$ cat src/sdram_macros.svh
`ifndef SDRAM_MACROS_SVH
`define SDRAM_MACROS_SVH

// CPU address and data widths
`define SDRAM_AW 24
`define SDRAM_DW 16

// SDRAM address pins and bank select
`define SDRAM_ROW_W 13
`define SDRAM_BA_W 2

// Sync strobes between periodic refresh demands
`define SDRAM_REFRESH_INTERVAL 64

// Sync strobes spent in the REFRESH state
`define SDRAM_REFRESH_SYNCS 4

// Word index width of the behavioral array (bank, row[1:0], col[7:0])
`define SDRAM_MODEL_IDX_W 12

`endif

$ cat src/sdram_pkg.sv
`default_nettype none

`include "sdram_macros.svh"

package sdram_pkg;

    // Controller FSM states
    typedef enum logic [2:0] {
        ST_IDLE      = 3'd0,
        ST_ACTIVATE  = 3'd1,
        ST_READ      = 3'd2,
        ST_WRITE     = 3'd3,
        ST_PRECHARGE = 3'd4,
        ST_REFRESH   = 3'd5
    } ctrl_state_t;

    // Command pins packed as {cs, ras, cas, we}, all active low
    typedef enum logic [3:0] {
        CMD_NOP       = 4'b0111,
        CMD_ACTIVE    = 4'b0011,
        CMD_READ      = 4'b0101,
        CMD_WRITE     = 4'b0100,
        CMD_PRECHARGE = 4'b0010,
        CMD_REFRESH   = 4'b0001
    } sdram_cmd_t;

    // One CPU access as held by the request latch
    typedef struct packed {
        logic                  is_write;
        logic [`SDRAM_AW-1:0]  addr;
        logic [`SDRAM_DW-1:0]  wdata;
        logic [1:0]            ds;
    } sdram_req_t;

endpackage

`default_nettype wire

$ cat src/sdram_req_latch.sv
`timescale 1ns/10ps
`default_nettype none

`include "sdram_macros.svh"

module sdram_req_latch (
    input  wire                   clk,
    input  wire                   rst_n,
    input  wire                   init,
    input  wire                   oe,
    input  wire                   we,
    input  wire [`SDRAM_AW-1:0]   addr,
    input  wire [`SDRAM_DW-1:0]   din,
    input  wire [1:0]             ds,
    input  wire                   take,
    output logic                  pending,
    output sdram_pkg::sdram_req_t req
);
    import sdram_pkg::*;

    logic       full;
    sdram_req_t held;
    sdram_req_t live;

    // Live CPU request, read wins over write
    always_comb begin
        live.is_write = we & ~oe;
        live.addr     = addr;
        live.wdata    = din;
        live.ds       = ds;
    end

    // Occupancy flag
    always_ff @(posedge clk) begin
        if (!rst_n || init) begin
            full <= 1'b0;
        end else if (take) begin
            // Controller consumed held or live request
            full <= 1'b0;
        end else if (!full && (oe || we)) begin
            full <= 1'b1;
        end
    end

    // Payload capture only while empty
    always_ff @(posedge clk) begin
        if (!full && (oe || we)) begin
            held <= live;
        end
    end

    // Empty latch passes the live request straight through
    assign pending = full | oe | we;
    assign req     = full ? held : live;

endmodule

`default_nettype wire

$ cat config.mk
export PLATFORM = sky130hd
export DESIGN_NAME = sdram_req_latch
export DESIGN_NICKNAME = d
export VERILOG_FILES = /design/src/sdram_pkg.sv /design/src/sdram_req_latch.sv
export VERILOG_INCLUDE_DIRS = /design/src
export SDC_FILE = /design/constraint.sdc
export NUM_CORES = 1
export LEC_CHECK = 0
export BUFFER_PORTS_ARGS = -buffer_cell sky130_fd_sc_hd__buf_2
export CORE_ASPECT_RATIO = 1.25
export CORE_UTILIZATION = 35
export CTS_CLUSTER_SIZE = 14
export DETAILED_ROUTE_END_ITERATION = 8
export MAX_ROUTING_LAYER = met4
export PLACE_DENSITY_LB_ADDON = 0.1
export SLEW_MARGIN = 30
export SYNTH_ARGS = -nofsm -noshare
export SYNTH_HDL_FRONTEND = slang
export SYNTH_SLANG_ARGS = --single-unit
$ cat constraint.sdc
create_clock -name clk -period 6.65 [get_ports clk]
set_clock_uncertainty 0.05 [all_clocks]
set_input_delay 1.33 -clock clk [delete_from_list [all_inputs] [get_ports clk]]
set_output_delay 1.33 -clock clk [all_outputs]
set_load 0.05 [all_outputs]
==> metrics.cfg <==
[power]
powerDensity_nw_per_um2=250
power.leakage_nw=1.04
ir_drop_mv=0.146

[floorplanning]
die_area_sq_um=5640
die_y_um=83.7
die_w_um=67.4
pin_count=92
core_region_area_sq_um=5120
start_util=0.365
row_count=29

[cts]
clk_pin_slew_ns=0.07
cts_setup_buffers=0
cts_buffers=5
holdBufCountCts=0
clock-sinks=44
cts-root-buf=clkbuf_8
ctsLongestPathBuffers=2
worstSkewPairLatency_ns=0.28
h-tree-depth=2
ctsResizeCount=0
tritoncts=done

[yosys]
synth-edff-count=43
ys_seq_area_frac=0.701
ys_ff_latch=44
syn-mean-instance-area_sq_um=19.1
synth_flop_cell=edfxtp_1
synth.distinct_cells=10
syn_inst=98
yosysTopAreaCell=edfxtp_1
ys_top_cells_by_area=edfxtp_1 69%, mux2_2 26%, buf_4 1.2%, dfxtp_1 1.1%, buf_6 0.60%
synth_area_sq_um=1870
ys_warn_count=0
synth_top_area_frac=0.691
synth_nets=146
synthTopCellsByCount=43 x edfxtp_1, 43 x mux2_2, 3 x buf_4, 3 x nor2_1
synth-async-reset-ratio=0

[timing]
slew_viol_final=0
setup_viol=0
worst_hold_slack_ns=1.07
timing.fmax_mhz=291
setup_tns_ns=0
rsz0062_at_grt=false
tightest_slew_ns=0.571
relSlewSlack=0.620
fin_crit_sh=0.517
fin_crit_ns=3.44
hold_violations=0
layout_setup_ws_ns=3.21

[drt]
routed_wl_um=3440
drc=0
wl_per_cell_um=13.5
firstDrtPassIters=3
ant_nets=0
vias_per_cell=4.57
drt_iter0_markers=34
vias=1166

[critical_path]
crit_path_start=we
r2r_slack_ns=4.97
timing.rr.start=full
crit_type=input pin to output pin
cp_max_fo=3
critPathLaunchType=input pin
worstPathRequired_ns=5.27
cp-end-kind=output pin
cp.arrival_ns=2.06
r2r_cells=3
timing.rr.end=held[14]
crit_end=req[42]

[global_route]
grt_pass1_vias=1156
grt_overflow_total=0
grt_use_total=0.135
grt_max_degree=46
antenna_found_initial=0
grt_first_pass_wirelength_um=5430

[placement]
dpl.cell_count=248
gp_congestion=0.700
dp_hpwl_um=2560
preCtsSetupSlack_ns=3.21
portBuffers=91

[layout]
fillers=480
nNetsFinal=241
drive_above_1_share=0.746
antenna_cells=0
layoutNonFillerInstCount=255
synthToLayoutAreaGrowth_pct=34.1

[status]
status=completed

[flow_run]
drv_cap=0

[hold_path]
hold_path.class=register to register

cell families after synthesis:
group,after synthesis,synth area share
flops,44,0.701
mux,43,0.259
simple gates,6,0.0187
buf+inv,5,0.0207
flip-flops by register name, indices dropped and copies added (netlist names):
register / flops
held: 43
full: 1
worst min path at each step:
stage | to | slack (ns) | depth (start not counted) | startpoint
after floorplan | full | 0.78 | 3 | full
after global placement | full | 1.33 | 2 | full
after detailed placement | full | 1.32 | 2 | full
after CTS | held[19] | 1.16 | 1 | addr[1]
after global routing | held[35] | 1.16 | 1 | addr[17]
final | held[39] | 1.07 | 1 | full
where the power goes:
part | switching, mW | total, mW | internal [mW]
Clock | 0.0801 | 0.149 | 0.0693
Combinational | 0.0956 | 0.140 | 0.0447
Sequential | 0.00847 | 0.336 | 0.328
Total | 0.184 | 0.626 | 0.442
area by class of cell:
type | count | area [sq um] | share of cell area
well taps | 62 | 77.6 | 0.0310
repair buffers | 93 | 510 | 0.204
clock buffers | 5 | 68.8 | 0.0275
flip-flops and latches | 44 | 1320 | 0.525
clock inverters | 2 | 7.51 | 0.00300
multi-input cells | 49 | 527 | 0.210
metrics by stage:
| step | util | power (mW) | area [sq um] |
|---|---|---|---|
| floorplan | - | 0.441 | 1870 |
| global placement | 0.464 | 0.477 | 2370 |
| detailed placement | 0.474 | 0.485 | 2430 |
| CTS | 0.489 | 0.638 | 2500 |
| global route | 0.490 | 0.654 | 2510 |
| finish | 0.490 | 0.626 | 2510 |
worst max-delay path: stages:
cell	delay [ns]
buf_2	0.11
nor2b_1	0.14
mux2_2	0.27
buf_2	0.21
per-layer routing:
metal,up-vias,wire (um),global-route usage
met3,6,235,0.0410
met2,56,1680,0.215
met1,532,1470,0.156
met4,0,51,0.0522
li1,572,-,-
met5,-,0,-
placed cells by master (no fill, tap or decap):
cell type | netlist | layout
and3_1 | 1 | 1
mux2_2 | 43 | 43
nor2_4 | 0 | 1
edfxtp_1 | 43 | 43
buf_2 | 1 | 91
nor2_1 | 3 | 2
clkbuf_8 | 0 | 5
or3_4 | 1 | 1
clkinv_1 | 0 | 2
dfxtp_4 | 0 | 1
nor2b_1 | 1 | 1
buf_16 | 0 | 2
Power figures use the tool's default switching activity.
