--- src/sdram_macros.svh ---
`ifndef SDRAM_MACROS_SVH
`define SDRAM_MACROS_SVH

// CPU address and data widths
`define SDRAM_AW 24
`define SDRAM_DW 16

// SDRAM address pins and bank select
`define SDRAM_ROW_W 13
`define SDRAM_BA_W 2

// Sync strobes between periodic refresh demands
`define SDRAM_REFRESH_INTERVAL 64

// Sync strobes spent in the REFRESH state
`define SDRAM_REFRESH_SYNCS 4

// Word index width of the behavioral array (bank, row[1:0], col[7:0])
`define SDRAM_MODEL_IDX_W 12

`endif

--- src/sdram_pkg.sv ---
`default_nettype none

`include "sdram_macros.svh"

package sdram_pkg;

    // Controller FSM states
    typedef enum logic [2:0] {
        ST_IDLE      = 3'd0,
        ST_ACTIVATE  = 3'd1,
        ST_READ      = 3'd2,
        ST_WRITE     = 3'd3,
        ST_PRECHARGE = 3'd4,
        ST_REFRESH   = 3'd5
    } ctrl_state_t;

    // Command pins packed as {cs, ras, cas, we}, all active low
    typedef enum logic [3:0] {
        CMD_NOP       = 4'b0111,
        CMD_ACTIVE    = 4'b0011,
        CMD_READ      = 4'b0101,
        CMD_WRITE     = 4'b0100,
        CMD_PRECHARGE = 4'b0010,
        CMD_REFRESH   = 4'b0001
    } sdram_cmd_t;

    // One CPU access as held by the request latch
    typedef struct packed {
        logic                  is_write;
        logic [`SDRAM_AW-1:0]  addr;
        logic [`SDRAM_DW-1:0]  wdata;
        logic [1:0]            ds;
    } sdram_req_t;

endpackage

`default_nettype wire

--- src/sdram_cmd_if.sv ---
`timescale 1ns/10ps
`default_nettype none

`include "sdram_macros.svh"

interface sdram_cmd_if;
    import sdram_pkg::*;

    // Command, bank and address pins
    sdram_cmd_t                cmd;
    logic [`SDRAM_BA_W-1:0]    ba;
    logic [`SDRAM_ROW_W-1:0]   a;
    // Byte masks, high means masked
    logic [1:0]                dqm;
    // Split data paths, no tristate
    logic [`SDRAM_DW-1:0]      wdata;
    logic [`SDRAM_DW-1:0]      rdata;

    // Controller side
    modport ctrl (output cmd, ba, a, dqm, wdata, input rdata);

    // Memory side
    modport mem (input cmd, ba, a, dqm, wdata, output rdata);

endinterface

`default_nettype wire

--- src/sdram_ctrl.sv ---
`timescale 1ns/10ps
`default_nettype none

`include "sdram_macros.svh"

module sdram_ctrl (
    input  wire                   clk,
    input  wire                   rst_n,
    input  wire                   init,
    input  wire                   sync,
    input  wire                   pending,
    input  sdram_pkg::sdram_req_t req,
    output logic                  take,
    input  wire                   refresh_due,
    output logic                  refresh_done,
    sdram_cmd_if.ctrl             bus,
    output logic [`SDRAM_DW-1:0]  dout
);
    import sdram_pkg::*;

    localparam int CNT_W = $clog2(`SDRAM_REFRESH_SYNCS);

    ctrl_state_t          state;
    logic [CNT_W-1:0]     cnt;
    sdram_req_t           req_r;
    logic [`SDRAM_DW-1:0] dout_r;

    // Accept a request at a sync edge in IDLE
    assign take = sync & (state == ST_IDLE) & pending;

    // Refresh only when no request is waiting
    assign refresh_done = sync & (state == ST_IDLE) & ~pending & refresh_due;

    // Control state and command pins
    always_ff @(posedge clk) begin
        if (!rst_n || init) begin
            state   <= ST_IDLE;
            cnt     <= '0;
            bus.cmd <= CMD_NOP;
            bus.dqm <= 2'b11;
            dout_r  <= '0;
        end else begin
            // Each command is on the bus for exactly one clock
            bus.cmd <= CMD_NOP;
            bus.dqm <= 2'b11;

            if (sync) begin
                case (state)
                    ST_IDLE: begin
                        if (pending) begin
                            // Open the row of the accepted request
                            bus.cmd <= CMD_ACTIVE;
                            state   <= ST_ACTIVATE;
                        end else if (refresh_due) begin
                            bus.cmd <= CMD_REFRESH;
                            cnt     <= '0;
                            state   <= ST_REFRESH;
                        end
                    end
                    ST_ACTIVATE: begin
                        if (req_r.is_write) begin
                            // Masked bytes are the unselected ones
                            bus.cmd <= CMD_WRITE;
                            bus.dqm <= ~req_r.ds;
                            cnt     <= '0;
                            state   <= ST_WRITE;
                        end else begin
                            bus.cmd <= CMD_READ;
                            bus.dqm <= 2'b00;
                            state   <= ST_READ;
                        end
                    end
                    ST_READ: begin
                        // Zero CAS latency, data already valid
                        dout_r <= bus.rdata;
                        state  <= ST_PRECHARGE;
                    end
                    ST_WRITE: begin
                        // Two syncs of write recovery
                        cnt <= cnt + 1'b1;
                        if (cnt == CNT_W'(1)) begin
                            state <= ST_PRECHARGE;
                        end
                    end
                    ST_PRECHARGE: begin
                        bus.cmd <= CMD_PRECHARGE;
                        state   <= ST_IDLE;
                    end
                    ST_REFRESH: begin
                        cnt <= cnt + 1'b1;
                        if (cnt == CNT_W'(`SDRAM_REFRESH_SYNCS - 1)) begin
                            state <= ST_IDLE;
                        end
                    end
                    default: state <= ST_IDLE;
                endcase
            end
        end
    end

    // Request copy, bank, address and write data pins
    always_ff @(posedge clk) begin
        if (sync) begin
            if (state == ST_IDLE && pending) begin
                req_r     <= req;
                bus.ba    <= req.addr[23:22];
                // Row is addr[21:10], top pin unused
                bus.a     <= {1'b0, req.addr[21:10]};
            end else if (state == ST_ACTIVATE) begin
                bus.a     <= {3'b000, req_r.addr[9:0]};
                bus.wdata <= req_r.wdata;
            end else if (state == ST_PRECHARGE) begin
                // A10 high selects all banks
                bus.a     <= `SDRAM_ROW_W'(13'h0400);
            end
        end
    end

    assign dout = dout_r;

endmodule

`default_nettype wire

--- src/flat_wrapper.sv ---
// flat-port wrapper written by rule: the top's interface ports become plain ports
module sdram_ctrl_flat import sdram_pkg::*;
  (clk, rst_n, init, sync, pending, req, take, refresh_due, refresh_done, dout, bus_cmd, bus_ba, bus_a, bus_dqm, bus_wdata, bus_rdata);
  sdram_cmd_if bus_i ();
  input  wire clk;
  input  wire rst_n;
  input  wire init;
  input  wire sync;
  input  wire pending;
  input  sdram_pkg::sdram_req_t req;
  output logic take;
  input  wire refresh_due;
  output logic refresh_done;
  output logic [`SDRAM_DW-1:0] dout;
  output wire logic [$bits(bus_i.cmd)-1:0] bus_cmd;
  output wire logic [$bits(bus_i.ba)-1:0] bus_ba;
  output wire logic [$bits(bus_i.a)-1:0] bus_a;
  output wire logic [$bits(bus_i.dqm)-1:0] bus_dqm;
  output wire logic [$bits(bus_i.wdata)-1:0] bus_wdata;
  input wire logic [$bits(bus_i.rdata)-1:0] bus_rdata;
  assign bus_cmd = bus_i.cmd;
  assign bus_ba = bus_i.ba;
  assign bus_a = bus_i.a;
  assign bus_dqm = bus_i.dqm;
  assign bus_wdata = bus_i.wdata;
  assign bus_i.rdata = bus_rdata;
  sdram_ctrl u_core (.clk(clk), .rst_n(rst_n), .init(init), .sync(sync), .pending(pending), .req(req), .take(take), .refresh_due(refresh_due), .refresh_done(refresh_done), .bus(bus_i), .dout(dout));
endmodule
--- config.mk ---
export PLATFORM = sky130hd
export DESIGN_NAME = sdram_ctrl_flat
export DESIGN_NICKNAME = d
export VERILOG_FILES = /design/src/sdram_pkg.sv /design/src/sdram_cmd_if.sv /design/src/sdram_ctrl.sv /design/src/flat_wrapper.sv
export VERILOG_INCLUDE_DIRS = /design/src
export SDC_FILE = /design/constraint.sdc
export NUM_CORES = 1
export LEC_CHECK = 0
export BUFFER_PORTS_ARGS = -buffer_cell sky130_fd_sc_hd__buf_2
export CAP_MARGIN = 25
export CORE_MARGIN = 10
export CORE_UTILIZATION = 51
export CTS_CLUSTER_DIAMETER = 120
export DETAILED_ROUTE_END_ITERATION = 16
export PLACE_DENSITY = 0.92
export SLEW_MARGIN = 0
export SYNTH_ARGS = -nofsm -noshare
export SYNTH_HDL_FRONTEND = slang
export SYNTH_SLANG_ARGS = --single-unit
export TNS_END_PERCENT = 30
--- constraint.sdc ---
create_clock -name clk -period 8.5 [get_ports clk]
set_clock_uncertainty 0.15 [all_clocks]
set_input_delay 0 -clock clk [delete_from_list [all_inputs] [get_ports clk]]
set_output_delay 0 -clock clk [all_outputs]
set_load 0.01 [all_outputs]
==> impl_summary.log <==
[metrics] outcome: completed
[metrics] number of antenna violations at the first check in global routing: 1
[metrics] number of buffers created by CTS: 9
[metrics] Post-CTS Setup Inserts: 0
[metrics] Least-Margin Pin Slew: roughly 0.8 ns
[metrics] area occupied by registers: 2290 um2
[metrics] Root Driver: sky130_fd_sc_hd__clkbuf_8
[metrics] post_cts resized: 0
[metrics] post-synthesis sequential area ratio: 75.1%
[metrics] Via Count: around 2500
[metrics] proportion of layout cells with a drive suffix above 1: ~34%
[metrics] cells along the critical path: nor3_1, and3_1, buf_4
[metrics] launch instance of the worst register-to-register path: u_core.state[0]
[metrics] via/cell ratio: 5.09
[metrics] total power divided by cell area: 182 nW/um2
[metrics] summed negative setup slack over all endpoints: 0 ns
[metrics] area used by multi-input combinational logic: just under 700 um2
[metrics] number of inserted filler cells in the final layout: 329
[metrics] maximum clock frequency: ~380 MHz
[metrics] number of unique standard cell types used by synthesis: 37
[metrics] endpoint class of the critical path: flop
[metrics] Setup crit start kind: flop
[metrics] 1st-pass router iterations: 4
[metrics] delay of the slowest critical-path stage: between 0.6 and 0.7 ns
[metrics] Seq pwr share: between 50% and 60%
[metrics] required time at the endpoint of the critical path: roughly 8.4 ns
[metrics] pre-CTS WS: 6.06 ns
[metrics] first-iteration detailed-routing DRC count: 158
[metrics] Main synth FF type: sky130_fd_sc_hd__edfxtp_1
[metrics] final slew viol count: 0
[metrics] effective utilization at floorplan: 52.2%
[metrics] Hold WS: 0.0700 ns
[metrics] Largest delay share family, worst path: simple AND/OR/NAND/NOR gates
[metrics] destination of the critical timing path: u_core.req_r[27]
[metrics] setup repair after global routing missed its margin: no
[metrics] maximum VDD drop: around 0.18 mV
[metrics] number of enable-type register cells in the synthesized netlist: between 50 and 60
[metrics] post-detailed-placement half-perimeter wirelength: ~5700 um
[metrics] relative max-transition margin: a little under half
[metrics] P_leak: around 0.0018 uW
[metrics] Syn-to-layout area delta: 49.4%
[metrics] max_cap viols: 0
[metrics] internal power: between 600 and 700 uW
[metrics] clock net sink count: 85
[metrics] kind of critical path: flop to flop
[metrics] number of cells on the worst reg-to-reg path: 3
[metrics] class of the most critical hold timing path: primary input to flop
[metrics] largest net degree at the start of global routing: 21
[metrics] portion of total power attributed to combinational logic: about a tenth
[metrics] share of synthesized registers carrying an async set or reset: 0%
[metrics] Tmin final: roughly 2.6 ns
[metrics] r2r setup slk: roughly 6 ns
[metrics] area of the mapped netlist: between 3000 and 4000 um2
[metrics] clock group share of total power: roughly a third
[metrics] clock-pin slew on the worst setup and hold paths: roughly 0.090 ns
[metrics] wire per inst: ~20 um
[metrics] yosys warns: 0
[metrics] area enclosed by the die boundary: between 9000 and 10000 um2
[metrics] Critical Path Fanout Max: 20
[metrics] number of buffer cells added on primary ports: approximately 120
[metrics] remaining routing DRC violations: 0
[metrics] area of the core region: ~5900 um2
[metrics] vias in the first global route: between 2000 and 3000
[metrics] first-pass GRT wire length: ~14000 um
[metrics] number of instances in the synthesized netlist: 219
[metrics] Period Utilization, post-route: ~31%
[metrics] final layout net count: 470
[metrics] number of placed I/O pins: 120
[metrics] clock network latency to the later pin of the worst-skew pair: between 0.3 and 0.4 ns
[metrics] final wirelength: ~9400 um
[metrics] net switching power: 190 uW
[metrics] switch share: 22.9%
[metrics] mean area per synthesized cell: about 14 um2
[metrics] H-Tree Depth: 3
[metrics] final worst-path setup slack: between 5 and 6 ns
[metrics] maximum number of buffers from clock root to sink: 2
[metrics] Antenna Violating Nets Remaining: 0
[metrics] hold-fix buffer count after cts: 68
[metrics] Die Width: ~97 um
[metrics] final hold violation count: 0
[metrics] worst flop-to-flop path endpoint: u_core.req_r[27]
[metrics] standard-cell row count: 28
[metrics] weighted congestion reported at the end of routability-driven placement: 0.867
[metrics] Buf/Inv on CP: 1
[metrics] WP depth: 3
[metrics] grt total ovfl: 0
[metrics] CTS tree: done
[metrics] Crit path arrival time: 2.50 ns
[metrics] post-synthesis sequential element count: 85
[metrics] crit path max-delay cell type: sky130_fd_sc_hd__nor3_1
[metrics] GRT Resource Usage Total: a little under a fifth
[metrics] worst setup path startpoint: u_core.state[0]
[metrics] floorplan die height: a little under 100 um
[metrics] final setup vio count: 0
-- cell usage after synthesis, drive strengths merged, types with 3 or more instances --
cell	number	area share (%)
a22o	10	2.9
nand3	3	0.49
a21oi	16	2.6
and3	3	0.61
o211ai	3	1.2
nor2	3	0.37
nor3b	3	0.74
edfxtp	59	58
nor3	4	0.66
nand2	39	4.8
inv	4	0.49
nor2b	3	0.61
dfxtp	26	17
clkbuf	6	0.74
o21ai	5	0.82
buf	10	2.0
-- sequential cells by signal, indices dropped and copies added (netlist names) --
signal,count
u_core.state,3
u_core.dout,16
u_core.req_r,29
u_core.bus.a,12
u_core.cnt,2
u_core.bus.dqm,2
u_core.bus.wdata,16
u_core.bus.ba,2
u_core.bus.cmd,3
-- power by group through the flow --
stage | Clock, uW | Combinational, uW | Sequential [uW]
floorplan | 0 | 25.1 | 475
finish | 286 | 81.4 | 465
detailed placement | 0 | 55.0 | 474
CTS | 288 | 79.7 | 464
global route | 310 | 87.4 | 466
global placement | 0 | 52.4 | 473
-- through the flow --
step	utilization [%]	power (uW)	instances	cell area, um2
4_1_cts	77.9	832	483	4560
3_5_place_dp	62.9	529	399	3680
3_3_place_gp	62.9	525	399	3680
6_report	78.0	832	484	4560
5_1_grt	78.0	864	484	4560
2_1_floorplan	-	500	220	3060
-- cell usage in the layout (no fill, tap or decap), types with 3 or more instances in the layout --
cell type,Yosys,final
sky130_fd_sc_hd__a21oi_1,16,16
sky130_fd_sc_hd__nor2b_1,3,3
sky130_fd_sc_hd__nand2_1,39,39
sky130_fd_sc_hd__dfxtp_1,26,26
sky130_fd_sc_hd__nand3_1,3,3
sky130_fd_sc_hd__inv_6,0,3
sky130_fd_sc_hd__and3_1,3,3
sky130_fd_sc_hd__nor2_1,3,3
sky130_fd_sc_hd__o21ai_0,4,4
sky130_fd_sc_hd__buf_2,6,117
sky130_fd_sc_hd__nor3_1,4,4
sky130_fd_sc_hd__clkbuf_8,0,9
sky130_fd_sc_hd__a22o_1,10,10
sky130_fd_sc_hd__buf_4,2,3
sky130_fd_sc_hd__inv_1,4,4
sky130_fd_sc_hd__edfxtp_1,59,59
sky130_fd_sc_hd__dlygate4sd3_1,0,68
sky130_fd_sc_hd__nor3b_1,3,3
-- cells by family after synthesis --
logic type	share of synthesized area [%]
AO/OA/AOI/OAI	8.85
AND/OR/NAND/NOR	11.0
flip-flops	75.1
other	0.123
multiplexers	0.656
buffers and inverters	3.20
XOR/XNOR	0.287
adder cells (fa/ha/maj)	0.820
-- worst min-delay path: cells and delay by family --
kind                   cells  cell delay (ns)
buffers and inverters      1             0.10
AOI/OAI and AO/OA          1             0.06
and+or+nand+nor            2             0.35
-- worst min path at each step --
stage                      from          endpoint  cells past startpoint
floorplan           refresh_due      refresh_done                      2
global placement        req[41]  u_core.bus.ba[1]                      1
detailed placement       req[9]   u_core.req_r[9]                      1
CTS                       rst_n     u_core.cnt[0]                      4
global route              rst_n   u_core.state[0]                      4
finish                    rst_n     u_core.cnt[0]                      4
-- routing by layer --
layer	track usage, %	routed length [um]	up-vias
met5	0	0	-
met4	10.4	367	0
met3	6.12	630	25
met2	36.4	5330	112
met1	17.4	3100	1170
li1	-	-	1158
-- area by class of cell --
class / count / area share, %
flip-flops and latches: 85 / 50.3
repair buffers: 188 / 28.3
multi-input cells: 115 / 14.8
clock buffers: 10 / 2.80
well taps: 75 / 2.06
clock inverters: 6 / 1.48
inverters: 4 / 0.329
diodes: 1 / 0.0549
Note: power is estimated with default switching activity, not from simulation.
