## src/sdram_macros.svh

```systemverilog
`ifndef SDRAM_MACROS_SVH
`define SDRAM_MACROS_SVH

// CPU address and data widths
`define SDRAM_AW 24
`define SDRAM_DW 16

// SDRAM address pins and bank select
`define SDRAM_ROW_W 13
`define SDRAM_BA_W 2

// Sync strobes between periodic refresh demands
`define SDRAM_REFRESH_INTERVAL 64

// Sync strobes spent in the REFRESH state
`define SDRAM_REFRESH_SYNCS 4

// Word index width of the behavioral array (bank, row[1:0], col[7:0])
`define SDRAM_MODEL_IDX_W 12

`endif

```

## src/sdram_refresh_timer.sv

```systemverilog
`timescale 1ns/10ps
`default_nettype none

`include "sdram_macros.svh"

module sdram_refresh_timer (
    input  wire  clk,
    input  wire  rst_n,
    input  wire  init,
    input  wire  sync,
    input  wire  refresh,
    input  wire  refresh_done,
    output logic refresh_due
);
    localparam int CNT_W = $clog2(`SDRAM_REFRESH_INTERVAL);

    logic [CNT_W-1:0] count;

    always_ff @(posedge clk) begin
        if (!rst_n || init) begin
            count       <= '0;
            refresh_due <= 1'b0;
        end else if (refresh_done) begin
            // Served, start a fresh interval
            count       <= '0;
            refresh_due <= 1'b0;
        end else begin
            // External request sets the demand directly
            if (refresh) begin
                refresh_due <= 1'b1;
            end
            // Count sync strobes while no demand is outstanding
            if (sync && !refresh_due) begin
                if (count == CNT_W'(`SDRAM_REFRESH_INTERVAL - 1)) begin
                    count       <= '0;
                    refresh_due <= 1'b1;
                end else begin
                    count <= count + 1'b1;
                end
            end
        end
    end

endmodule

`default_nettype wire

```

## config.mk

```make
export PLATFORM = sky130hd
export DESIGN_NAME = sdram_refresh_timer
export DESIGN_NICKNAME = d
export VERILOG_FILES = /design/src/sdram_refresh_timer.sv
export VERILOG_INCLUDE_DIRS = /design/src
export SDC_FILE = /design/constraint.sdc
export NUM_CORES = 1
export LEC_CHECK = 0
export BUFFER_PORTS_ARGS = -buffer_cell sky130_fd_sc_hd__buf_4
export CORE_AREA = 4 4 41 43
export CTS_CLUSTER_DIAMETER = 30
export DETAILED_ROUTE_END_ITERATION = 16
export DIE_AREA = 0 0 45 47
export GPL_TIMING_DRIVEN = 0
export PLACE_DENSITY_LB_ADDON = 0.2
export SETUP_SLACK_MARGIN = 0.4
export SLEW_MARGIN = 15
export SYNTH_ARGS = -nofsm -noshare
export SYNTH_HDL_FRONTEND = slang
export SYNTH_SLANG_ARGS = --single-unit
```

## constraint.sdc

```tcl
create_clock -name clk -period 2.9 [get_ports clk]
set_input_delay 0.29 -clock clk [delete_from_list [all_inputs] [get_ports clk]]
set_output_delay 0.29 -clock clk [all_outputs]
set_load 0.005 [all_outputs]
```

==> results of run 1 <==
[synthesized netlist by cell type (all sizes together) (2+ instances only)]
| cell type | number | area, µm² |
|---|---|---|
| dfxtp | 7 | 140 |
| a21oi | 4 | 20.0 |
| nand2 | 3 | 11.3 |
| nor2 | 3 | 11.3 |
| a311oi | 2 | 30.0 |
| buf | 2 | 16.3 |
| nand3 | 2 | 10.0 |
[cells by family after synthesis]
family                   count (synthesis)
AO/OA/AOI/OAI                            8
AND/OR/NAND/NOR                         16
adder cells (fa/ha/maj)                  1
flip-flops                               7
multiplexers                             1
buffers and inverters                    3
XOR/XNOR                                 2
[flip-flops by register name (all words and copies together), names as in the netlist]
register / cells
count: 6
refresh_due: 1
[layout by cell type (no fill, tap or decap)]
cell | Yosys | routed
dfxtp_1 | 7 | 7
buf_4 | 0 | 6
a21oi_1 | 4 | 4
nor2_1 | 3 | 3
nand2_1 | 3 | 3
clkbuf_4 | 0 | 3
nand3_1 | 2 | 2
a311oi_2 | 2 | 2
and2_1 | 1 | 1
and4b_4 | 1 | 1
or3b_1 | 1 | 1
buf_6 | 1 | 1
and3_1 | 1 | 1
nand3b_1 | 1 | 1
xor2_1 | 1 | 1
nor2b_1 | 1 | 1
buf_2 | 1 | 1
mux2i_1 | 1 | 1
xnor2_1 | 1 | 1
nor3b_2 | 1 | 1
inv_1 | 1 | 1
a31o_2 | 1 | 1
nand4_1 | 1 | 1
o21ai_0 | 1 | 1
ha_1 | 1 | 1
clkbuf_1 | 0 | 1
[where the power goes]
part	internal, W	switching (W)
clock network	0.0000528	0.0000398
registers	0.0000971	0.000000931
logic	0.00000919	0.00000580
[worst max-delay path: stages (launching register included)]
cell	delay, ns
dfxtp_1	0.38
ha_1	0.20
and2_1	0.18
nand3_1	0.12
nor3b_2	0.17
[per-stage QoR]
| stage | std cells | utilization, % | hold WS, ns |
|---|---|---|---|
| after floorplan | 38 | - | 0.440 |
| after global placement | 59 | 32.9 | 0.523 |
| after detailed placement | 59 | 32.9 | 0.521 |
| after CTS | 63 | 34.9 | 0.285 |
| after global routing | 63 | 34.9 | 0.311 |
| final | 63 | 34.9 | 0.277 |
[cell type report]
type | instances | area [µm²]
Clock buffer | 4 | 26.3
Inverter | 1 | 3.75
Multi-Input combinational cell | 28 | 204
Timing Repair Buffer | 6 | 45.0
Sequential cell | 7 | 140
Buffer | 2 | 16.3
Fill cell | 142 | 847
Tap cell | 15 | 18.8
[worst min path at each step]
stage	start	to	slack (ns)	depth (start not counted)
floorplan	refresh	refresh_due	0.44	2
global route	refresh	refresh_due	0.31	3
CTS	refresh	refresh_due	0.29	3
finish	refresh	refresh_due	0.28	3
global placement	count[5]	count[5]	0.52	1
detailed placement	count[5]	count[5]	0.52	1
[routing by layer]
| metal | track usage [%] | up-vias | routed length, µm |
|---|---|---|---|
| met5 | 0 | - | 0 |
| met4 | 5.26 | 0 | 20 |
| met3 | 2.30 | 3 | 35 |
| met2 | 11.6 | 7 | 311 |
| met1 | 8.72 | 131 | 282 |
| li1 | - | 155 | - |
==> results.sh, run 1 <==
export IMPL_status="completed"
export IMPL_synth_edf_count=0
export IMPL_synth_compound_area_share_pct=17.5
export IMPL_grt_pass1_wl_um=1120
export IMPL_post_dp_cell_area_um2=428
export IMPL_r2r_setup_slack_ns=1.73
export IMPL_syn_area_um2=364
export IMPL_root_buffer="clkbuf_4"
export IMPL_via_per_inst=4.70
export IMPL_period_share_pct=40.2
export IMPL_antenna_found_initial=0
export IMPL_rsz0062_at_grt="no"
export IMPL_num_rows=13
export IMPL_wire_per_inst_um=10.3
export IMPL_synth_top_family_by_area="simple AND/OR/NAND/NOR gates"
export IMPL_cts_buffers=3
export IMPL_grt_pass1_vias=285
export IMPL_leakagePower_nw=0.174
export IMPL_slew_headroom_pct=87.5
export IMPL_fin_total_pwr_w=0.000206
export IMPL_syn2layout_area_growth_pct=24.7
export IMPL_holdCritPathClass="in -> reg"
export IMPL_cp_max_fo=4
export IMPL_gp_congestion=0.716
export IMPL_startpoint_type="flop"
export IMPL_drv_cap=0
export IMPL_ys_ff_latch=7
export IMPL_r2r_end="count[0]"
export IMPL_synthCells=38
export IMPL_pre_cts_slack_ns=1.71
export IMPL_drt_total_wl_um=650
export IMPL_setup_ws_ns=1.73
export IMPL_design_area_um2=454
export IMPL_post_cts_repair_setup_buffers=0
export IMPL_die_h_um=47
export IMPL_synth_mux_area_share_pct=2.75
export IMPL_ys_flop_type="dfxtp_1"
export IMPL_drv_slew=0
export IMPL_cts_repair_resized=0
export IMPL_yosysSeqAreaShare_pct=38.5
export IMPL_tns_ns=0
export IMPL_setup_worst_path_start="count[0]"
export IMPL_grt_remaining_overflow=0
export IMPL_fmax_mhz=858
export IMPL_dieArea_um2=2120
export IMPL_ant_nets=0
export IMPL_tightest_slew_ns=0.185
export IMPL_setup_violations=0
export IMPL_vias=296
export IMPL_crit_required_ns=3.04
export IMPL_worst_r2r_startpoint="count[0]"
export IMPL_crit_type="reg -> reg"
export IMPL_diodes=0
export IMPL_synthSimpleGateAreaFrac_pct=27.5
export IMPL_cts_sinks=7
export IMPL_chipWidth_um=45
export IMPL_core_um2=1300
export IMPL_ys_warn_count=0
export IMPL_clk_path_buf_depth=2
export IMPL_hold_buffers=0
export IMPL_grt_total_usage_pct=7.45
export IMPL_cp_endpoint="count[0]"
export IMPL_finalHoldViolations=0
export IMPL_powerDensity_nw_per_um2=453
export IMPL_pin_count=7
export IMPL_remaining_drc_errors=0
export IMPL_drive_gt1_share_pct=33.3
export IMPL_synth_avg_cell_area_um2=9.58
export IMPL_clk_pin_slew_ns=0.06
export IMPL_synth_xor_area_share_pct=4.81
export IMPL_crit_arrival_ns=1.31
export IMPL_rr_worst_depth=4
export IMPL_cp_end_kind="flop"
export IMPL_async_flop_share_pct=0
export IMPL_cts_htree_levels=1
export IMPL_first_pass_iters=2
export IMPL_clock_latency_ns=0.26
export IMPL_yosys_area_share_adder_pct=3.44
export IMPL_ir_drop_v=0.000173
export IMPL_syn_nets=45
export IMPL_period_minus_slack_ns=1.17
export IMPL_cts_tree="built"
export IMPL_grt_max_degree=8
export IMPL_nets=56
export IMPL_initial_utilization_pct=28.0
export IMPL_finClkSkew_ns=0.00490
export IMPL_netlist_cell_type_count=23
export IMPL_hpwl_um=520
export IMPL_drtIter0Drc=4
export IMPL_port_buffers=6
Power figures use the tool's default switching activity.
==> inputs of run 2 (changes only) <==
Settings changed: ABC_AREA set to 1.
Clock period 2.9 ns to 0.9 ns, I/O delays scaled along.
==> run 2 against run 1 <==
  * The flow now finishes with violations (setup timing)
  * Fmax rose by 24%
  * Register-to-register slack got worse by 1.8 ns
  * Final area rose by 20%
  * Largest cell class unchanged
  * Highest routed layer unchanged
  * Die area did not move
  * Largest power group unchanged
  * Sequential power rose to 3.2 times the previous value
  * Sequential share of layout area fell by 3.2 points
  * Combinational power rose to 4.8 times the previous value
==> results.sh, run 2 <==
export IMPL_status="complete, but fails checks"
export IMPL_violations="setup timing"
export IMPL_clk_pin_slew_ns=0.05
export IMPL_slew_headroom_pct=88.2
export IMPL_cts_htree_levels=1
export IMPL_cp_slowest_stage_delay_ns=0.36
export IMPL_port_buffers=6
export IMPL_syn_area_um2=378
export IMPL_ys_warn_count=0
export IMPL_cts_buffers=3
export IMPL_period_share_pct=104
export IMPL_rsz0062_at_grt="yes"
export IMPL_yosys_area_top_type_share_pct=37.1
export IMPL_async_flop_share_pct=0
export IMPL_antenna_found_initial=0
export IMPL_drv_slew=0
export IMPL_wire_per_inst_um=9.15
export IMPL_synth_commonest_cells="nand2_1 (13), dfxtp_1 (7), inv_1 (6), nor2_1 (6)"
export IMPL_hpwl_um=550
export IMPL_drive_gt1_share_pct=53.8
export IMPL_ant_nets=0
export IMPL_reg_largest_list="count: 6 flops, refresh_due: 1 flops"
export IMPL_via_per_inst=4.36
export IMPL_root_buffer="clkbuf_4"
export IMPL_fmax_mhz=1070
export IMPL_grt_pass1_wl_um=1190
export IMPL_pin_count=7
export IMPL_ys_flop_type="dfxtp_1"
export IMPL_num_rows=13
export IMPL_grt_total_usage_pct=8.07
export IMPL_design_area_um2=547
export IMPL_crit_required_ns=1.03
export IMPL_syn2layout_area_growth_pct=44.7
export IMPL_period_minus_slack_ns=0.937
export IMPL_synth_top_area_cell="dfxtp_1"
export IMPL_powerDensity_nw_per_um2=1220
export IMPL_cp_max_fo=3
export IMPL_tightest_slew_ns=0.176
export IMPL_drtIter0Drc=7
export IMPL_holdCritPathClass="in -> reg"
export IMPL_drt_total_wl_um=732
export IMPL_crit_arrival_ns=1.06
export IMPL_largest_register_ffs=6
export IMPL_ir_drop_v=0.000479
export IMPL_startpoint_type="flop"
export IMPL_remaining_drc_errors=0
export IMPL_finClkSkew_ns=0.000856
export IMPL_crit_type="reg -> reg"
export IMPL_synth_avg_cell_area_um2=7.27
export IMPL_leakagePower_nw=0.195
export IMPL_chipWidth_um=45
export IMPL_cp_num_buf_inv=1
export IMPL_ys_ff_latch=7
export IMPL_grt_max_degree=8
export IMPL_yosysMostFrequentCell="nand2_1"
export IMPL_slowest_stage="dfxtp_4"
export IMPL_clock_latency_ns=0.25
export IMPL_cp_end_kind="flop"
export IMPL_regMostFlops="count"
export IMPL_setup_violations=2
export IMPL_cts_tree="built"
export IMPL_drv_cap=0
export IMPL_clk_path_buf_depth=2
export IMPL_gp_congestion=0.724
export IMPL_diodes=0
export IMPL_path_cells="ha_4, inv_2, o21ai_0, a21oi_1"
export IMPL_cts_sinks=7
export IMPL_netlist_cell_type_count=17
export IMPL_initial_utilization_pct=29.0
export IMPL_cp_top_family="flip-flops"
export IMPL_finalHoldViolations=0
export IMPL_first_pass_iters=4
export IMPL_setup_ws_ns=-0.0372
export IMPL_synth_edf_count=0
export IMPL_nets=73
export IMPL_mostFrequentLayoutCells="nand2_1 (11), dfxtp_2 (6), buf_4 (6)"
export IMPL_grt_pass1_vias=315
export IMPL_vias=349
export IMPL_yosys_top_cells_area="dfxtp_1 (37%), nand2_1 (13%), inv_1 (6.0%)"
export IMPL_fill_cells=141
export IMPL_grt_remaining_overflow=0
export IMPL_synthCells=52
export IMPL_post_dp_cell_area_um2=462
export IMPL_syn_nets=59
export IMPL_core_um2=1300
export IMPL_yosysSeqAreaShare_pct=37.1
export IMPL_die_h_um=47
export IMPL_holdWs_ns=0.0933
export IMPL_dieArea_um2=2120
export IMPL_layout_commonest_cell="nand2_1"
run 2: cell types whose count changed in the layout (fill, tap and decap cells not counted), sizes merged, moves of 2 or more:
cell,before,now
nand3,2,5
a311oi,2,0
inv,1,8
nor2,3,9
nand2,3,15
run 2: cell type report:
type | count | area (µm²) | area share [%]
tap | 15 | 18.8 | 3.43
multi-input combinational | 37 | 236 | 43.2
sequential | 7 | 151 | 27.7
inverter | 8 | 35.0 | 6.41
timing repair buffer | 9 | 78.8 | 14.4
clock buffer | 4 | 26.3 | 4.81
run 2: final timing paths:
check                 from       end  cells after the start  slack, ns
hold / removal        init  count[4]                      4       0.09
setup / recovery  count[0]  count[2]                      4      -0.04
hold reg to reg   count[1]  count[1]                      2       0.50
setup reg to reg  count[0]  count[2]                      4      -0.04
run 2: per-stage QoR:
stage | setup TNS [ns] | util [%] | cells | power [W] | worst slack (ns)
final | -0.0436 | 42.0 | 80 | 0.000670 | -0.0372
after CTS | -0.0963 | 38.7 | 78 | 0.000673 | -0.0247
after global placement | -0.0597 | 35.5 | 73 | 0.000380 | -0.0219
after floorplan | 0 | - | 52 | 0.000353 | 0.0354
after detailed placement | -0.0761 | 35.5 | 73 | 0.000381 | -0.0226
after global routing | -0.366 | 42.0 | 80 | 0.000710 | -0.0819
run 2: worst register-to-register path: stages (launching register included):
cell and delay, ns:
dfxtp_4 0.36, ha_4 0.15, inv_2 0.05, o21ai_0 0.16, a21oi_1 0.09
run 2: cell families after synthesis:
kind of cell | share of synthesized area [%]
compound gates | 6.62
xor+xnor | 2.32
flops | 37.1
simple gates | 42.1
fa+ha+maj | 3.31
buf+inv | 8.61
run 2: power by group:
| group | internal [W] | switching [W] | total (W) |
|---|---|---|---|
| logic | 0.0000376 | 0.0000344 | 0.0000720 |
| clock network | 0.000169 | 0.000114 | 0.000284 |
| registers | 0.000311 | 0.00000296 | 0.000314 |
| total | 0.000518 | 0.000152 | 0.000670 |
run 2: layer usage:
layer	track usage (%)	vias to the layer above	routed length [µm]
met3	2.30	5	38
met2	13.0	9	335
li1	-	186	-
met1	8.68	149	340
met4	7.02	0	17
met5	0	-	0
run 2: repair_timing:
item,in CTS,in global routing
hold buffers,0,0
setup endpoints to repair,8,8
buffers inserted,1,2
pin swaps,2,1
resized for setup,3,10
gates cloned,0,0
==> inputs of run 3 (changes only) <==
Settings changed: CELL_PAD_IN_SITES_DETAIL_PLACEMENT set to 1, CELL_PAD_IN_SITES_GLOBAL_PLACEMENT set to 2, CORE_AREA 4 4 41 43 to unset, CORE_MARGIN set to 4, CORE_UTILIZATION set to 24, DIE_AREA 0 0 45 47 to unset.
==> run 3 against run 2 <==
  * The flow still finishes with violations (setup timing)
  * Register-to-register slack about the same
  * First-iteration DRC count is 71% lower
  * Final area shrank 1.6%
  * Critical path depth increased by 2
  * Combinational power decreased by 11%
  * Worst hold slack got worse by 0.0056 ns
==> results.sh, run 3 (same netlist as run 2, synthesis figures left out) <==
export IMPL_drv_cap=0
export IMPL_grt_max_degree=8
export IMPL_syn2layout_area_growth_pct=42.4
export IMPL_crit_required_ns=1.06
export IMPL_chipWidth_um=47.7
export IMPL_placed_cells_incl_taps=74
export IMPL_port_buffers=6
export IMPL_cp_max_fo=7
export IMPL_powerDensity_nw_per_um2=1250
export IMPL_diodes=0
export IMPL_remaining_drc_errors=0
export IMPL_nets=71
export IMPL_cp_end_kind="flop"
export IMPL_reg_largest_list="count: 6 flops, refresh_due: 1 flops"
export IMPL_startpoint_type="flop"
export IMPL_drive_gt1_share_pct=54.0
export IMPL_grt_pass1_wl_um=1360
export IMPL_status="complete, but fails checks"
export IMPL_violations="setup timing"
export IMPL_rsz0062_at_grt="yes"
export IMPL_cts_tree="built"
export IMPL_drv_slew=0
export IMPL_wire_per_inst_um=10.0
export IMPL_via_per_inst=4.35
export IMPL_gr_max_usage_layer="met1"
export IMPL_gp_congestion=0.651
export IMPL_holdCritPathClass="in -> reg"
export IMPL_period_share_pct=103
export IMPL_initial_utilization_pct=25.4
export IMPL_met3_usage_pct=2.26
export IMPL_pin_count=7
export IMPL_tightest_slew_ns=0.219
export IMPL_seq_area_um2=156
export IMPL_setup_violations=4
export IMPL_tns_ns=-0.0860
export IMPL_mostFrequentLayoutCells="nand2_1 (11), buf_4 (7), inv_1 (5)"
export IMPL_largest_register_ffs=6
export IMPL_grt_use_met2_pct=11.3
export IMPL_fill_cells=183
export IMPL_drtIter0Drc=2
export IMPL_grt_remaining_overflow=0
export IMPL_antenna_found_initial=0
export IMPL_grt_total_usage_pct=8.94
export IMPL_grt_use_met1_pct=12.0
export IMPL_ant_nets=0
export IMPL_cts_htree_levels=1
export IMPL_final_cells=79
export IMPL_root_buffer="clkbuf_4"
export IMPL_first_pass_iters=4
export IMPL_multi_input_area_um2=245
export IMPL_die_h_um=47.7
export IMPL_cts_buffers=3
export IMPL_num_rows=14
export IMPL_crit_arrival_ns=1.08
export IMPL_slew_headroom_pct=85.4
export IMPL_finClkSkew_ns=0.00171
export IMPL_setup_ws_ns=-0.0262
export IMPL_hold_buffers=0
export IMPL_vias=344
export IMPL_dieArea_um2=2270
export IMPL_crit_type="reg -> reg"
export IMPL_layout_commonest_cell="nand2_1"
export IMPL_finalHoldViolations=0
export IMPL_drt_total_wl_um=793
export IMPL_grt_pass1_vias=329
export IMPL_ir_drop_v=0.000637
export IMPL_regMostFlops="count"
export IMPL_hpwl_um=611
export IMPL_clk_pin_slew_ns=0.05
export IMPL_clk_path_buf_depth=2
export IMPL_clock_latency_ns=0.26
export IMPL_fmax_mhz=1080
export IMPL_fin_total_pwr_w=0.000671
export IMPL_cts_sinks=7
export IMPL_leakagePower_nw=0.186
export IMPL_core_um2=1490
export IMPL_period_minus_slack_ns=0.926
-- run 3: what timing repair did --
item | in CTS | in global routing
pin swaps | 1 | 7
resized for setup | 7 | 9
cloned | 0 | 0
endpoints found under the setup margin | 8 | 8
setup buffers | 0 | 1
-- run 3: path summary, 6_finish.rpt --
path | start | endpoint | slack [ns] | cells after the start
max | refresh_due | count[3] | -0.03 | 6
min | init | count[4] | 0.09 | 4
max reg2reg | refresh_due | count[3] | -0.03 | 6
min reg2reg | count[4] | count[4] | 0.50 | 2
-- run 3: stage by stage --
| stage | hold WS, ns | utilization, % | setup WS [ns] | instance area [µm²] |
|---|---|---|---|---|
| 5_1_grt | 0.110 | 36.1 | -0.0923 | 538 |
| 3_5_place_dp | 0.364 | 31.1 | -0.0375 | 463 |
| 4_1_cts | 0.0888 | 34.0 | -0.0260 | 507 |
| 2_1_floorplan | 0.244 | - | 0.0354 | 398 |
| 3_3_place_gp | 0.361 | 31.1 | -0.0481 | 463 |
| 6_report | 0.0877 | 36.1 | -0.0262 | 538 |
-- run 3: worst max-delay path: stages, from the launching register on --
cell	delay (ns)
dfxtp_2	0.33
inv_2	0.06
nand2_4	0.08
inv_6	0.09
nand3_2	0.12
nand2_4	0.11
nor2_1	0.04
-- run 3: power by group --
group	switching (W)	internal, W	leakage [nW]
registers	0.00000304	0.000305	0.0609
logic	0.0000342	0.0000300	0.110
clock network	0.000129	0.000170	0.0150
total	0.000166	0.000505	0.186
-- run 3: layout make-up --
type	count	share of cell area [%]
multi-input combinational	37	45.6
sequential	7	29.1
timing repair buffer	7	9.77
inverter	8	6.98
clock buffer	4	4.88
tap	16	3.72
-- run 3: routing by layer --
metal / wire length [µm] / part of all wire (%)
met1: 400 / 50
met2: 323 / 41
met4: 30 / 3.8
met5: 0 / 0
met3: 38 / 4.8
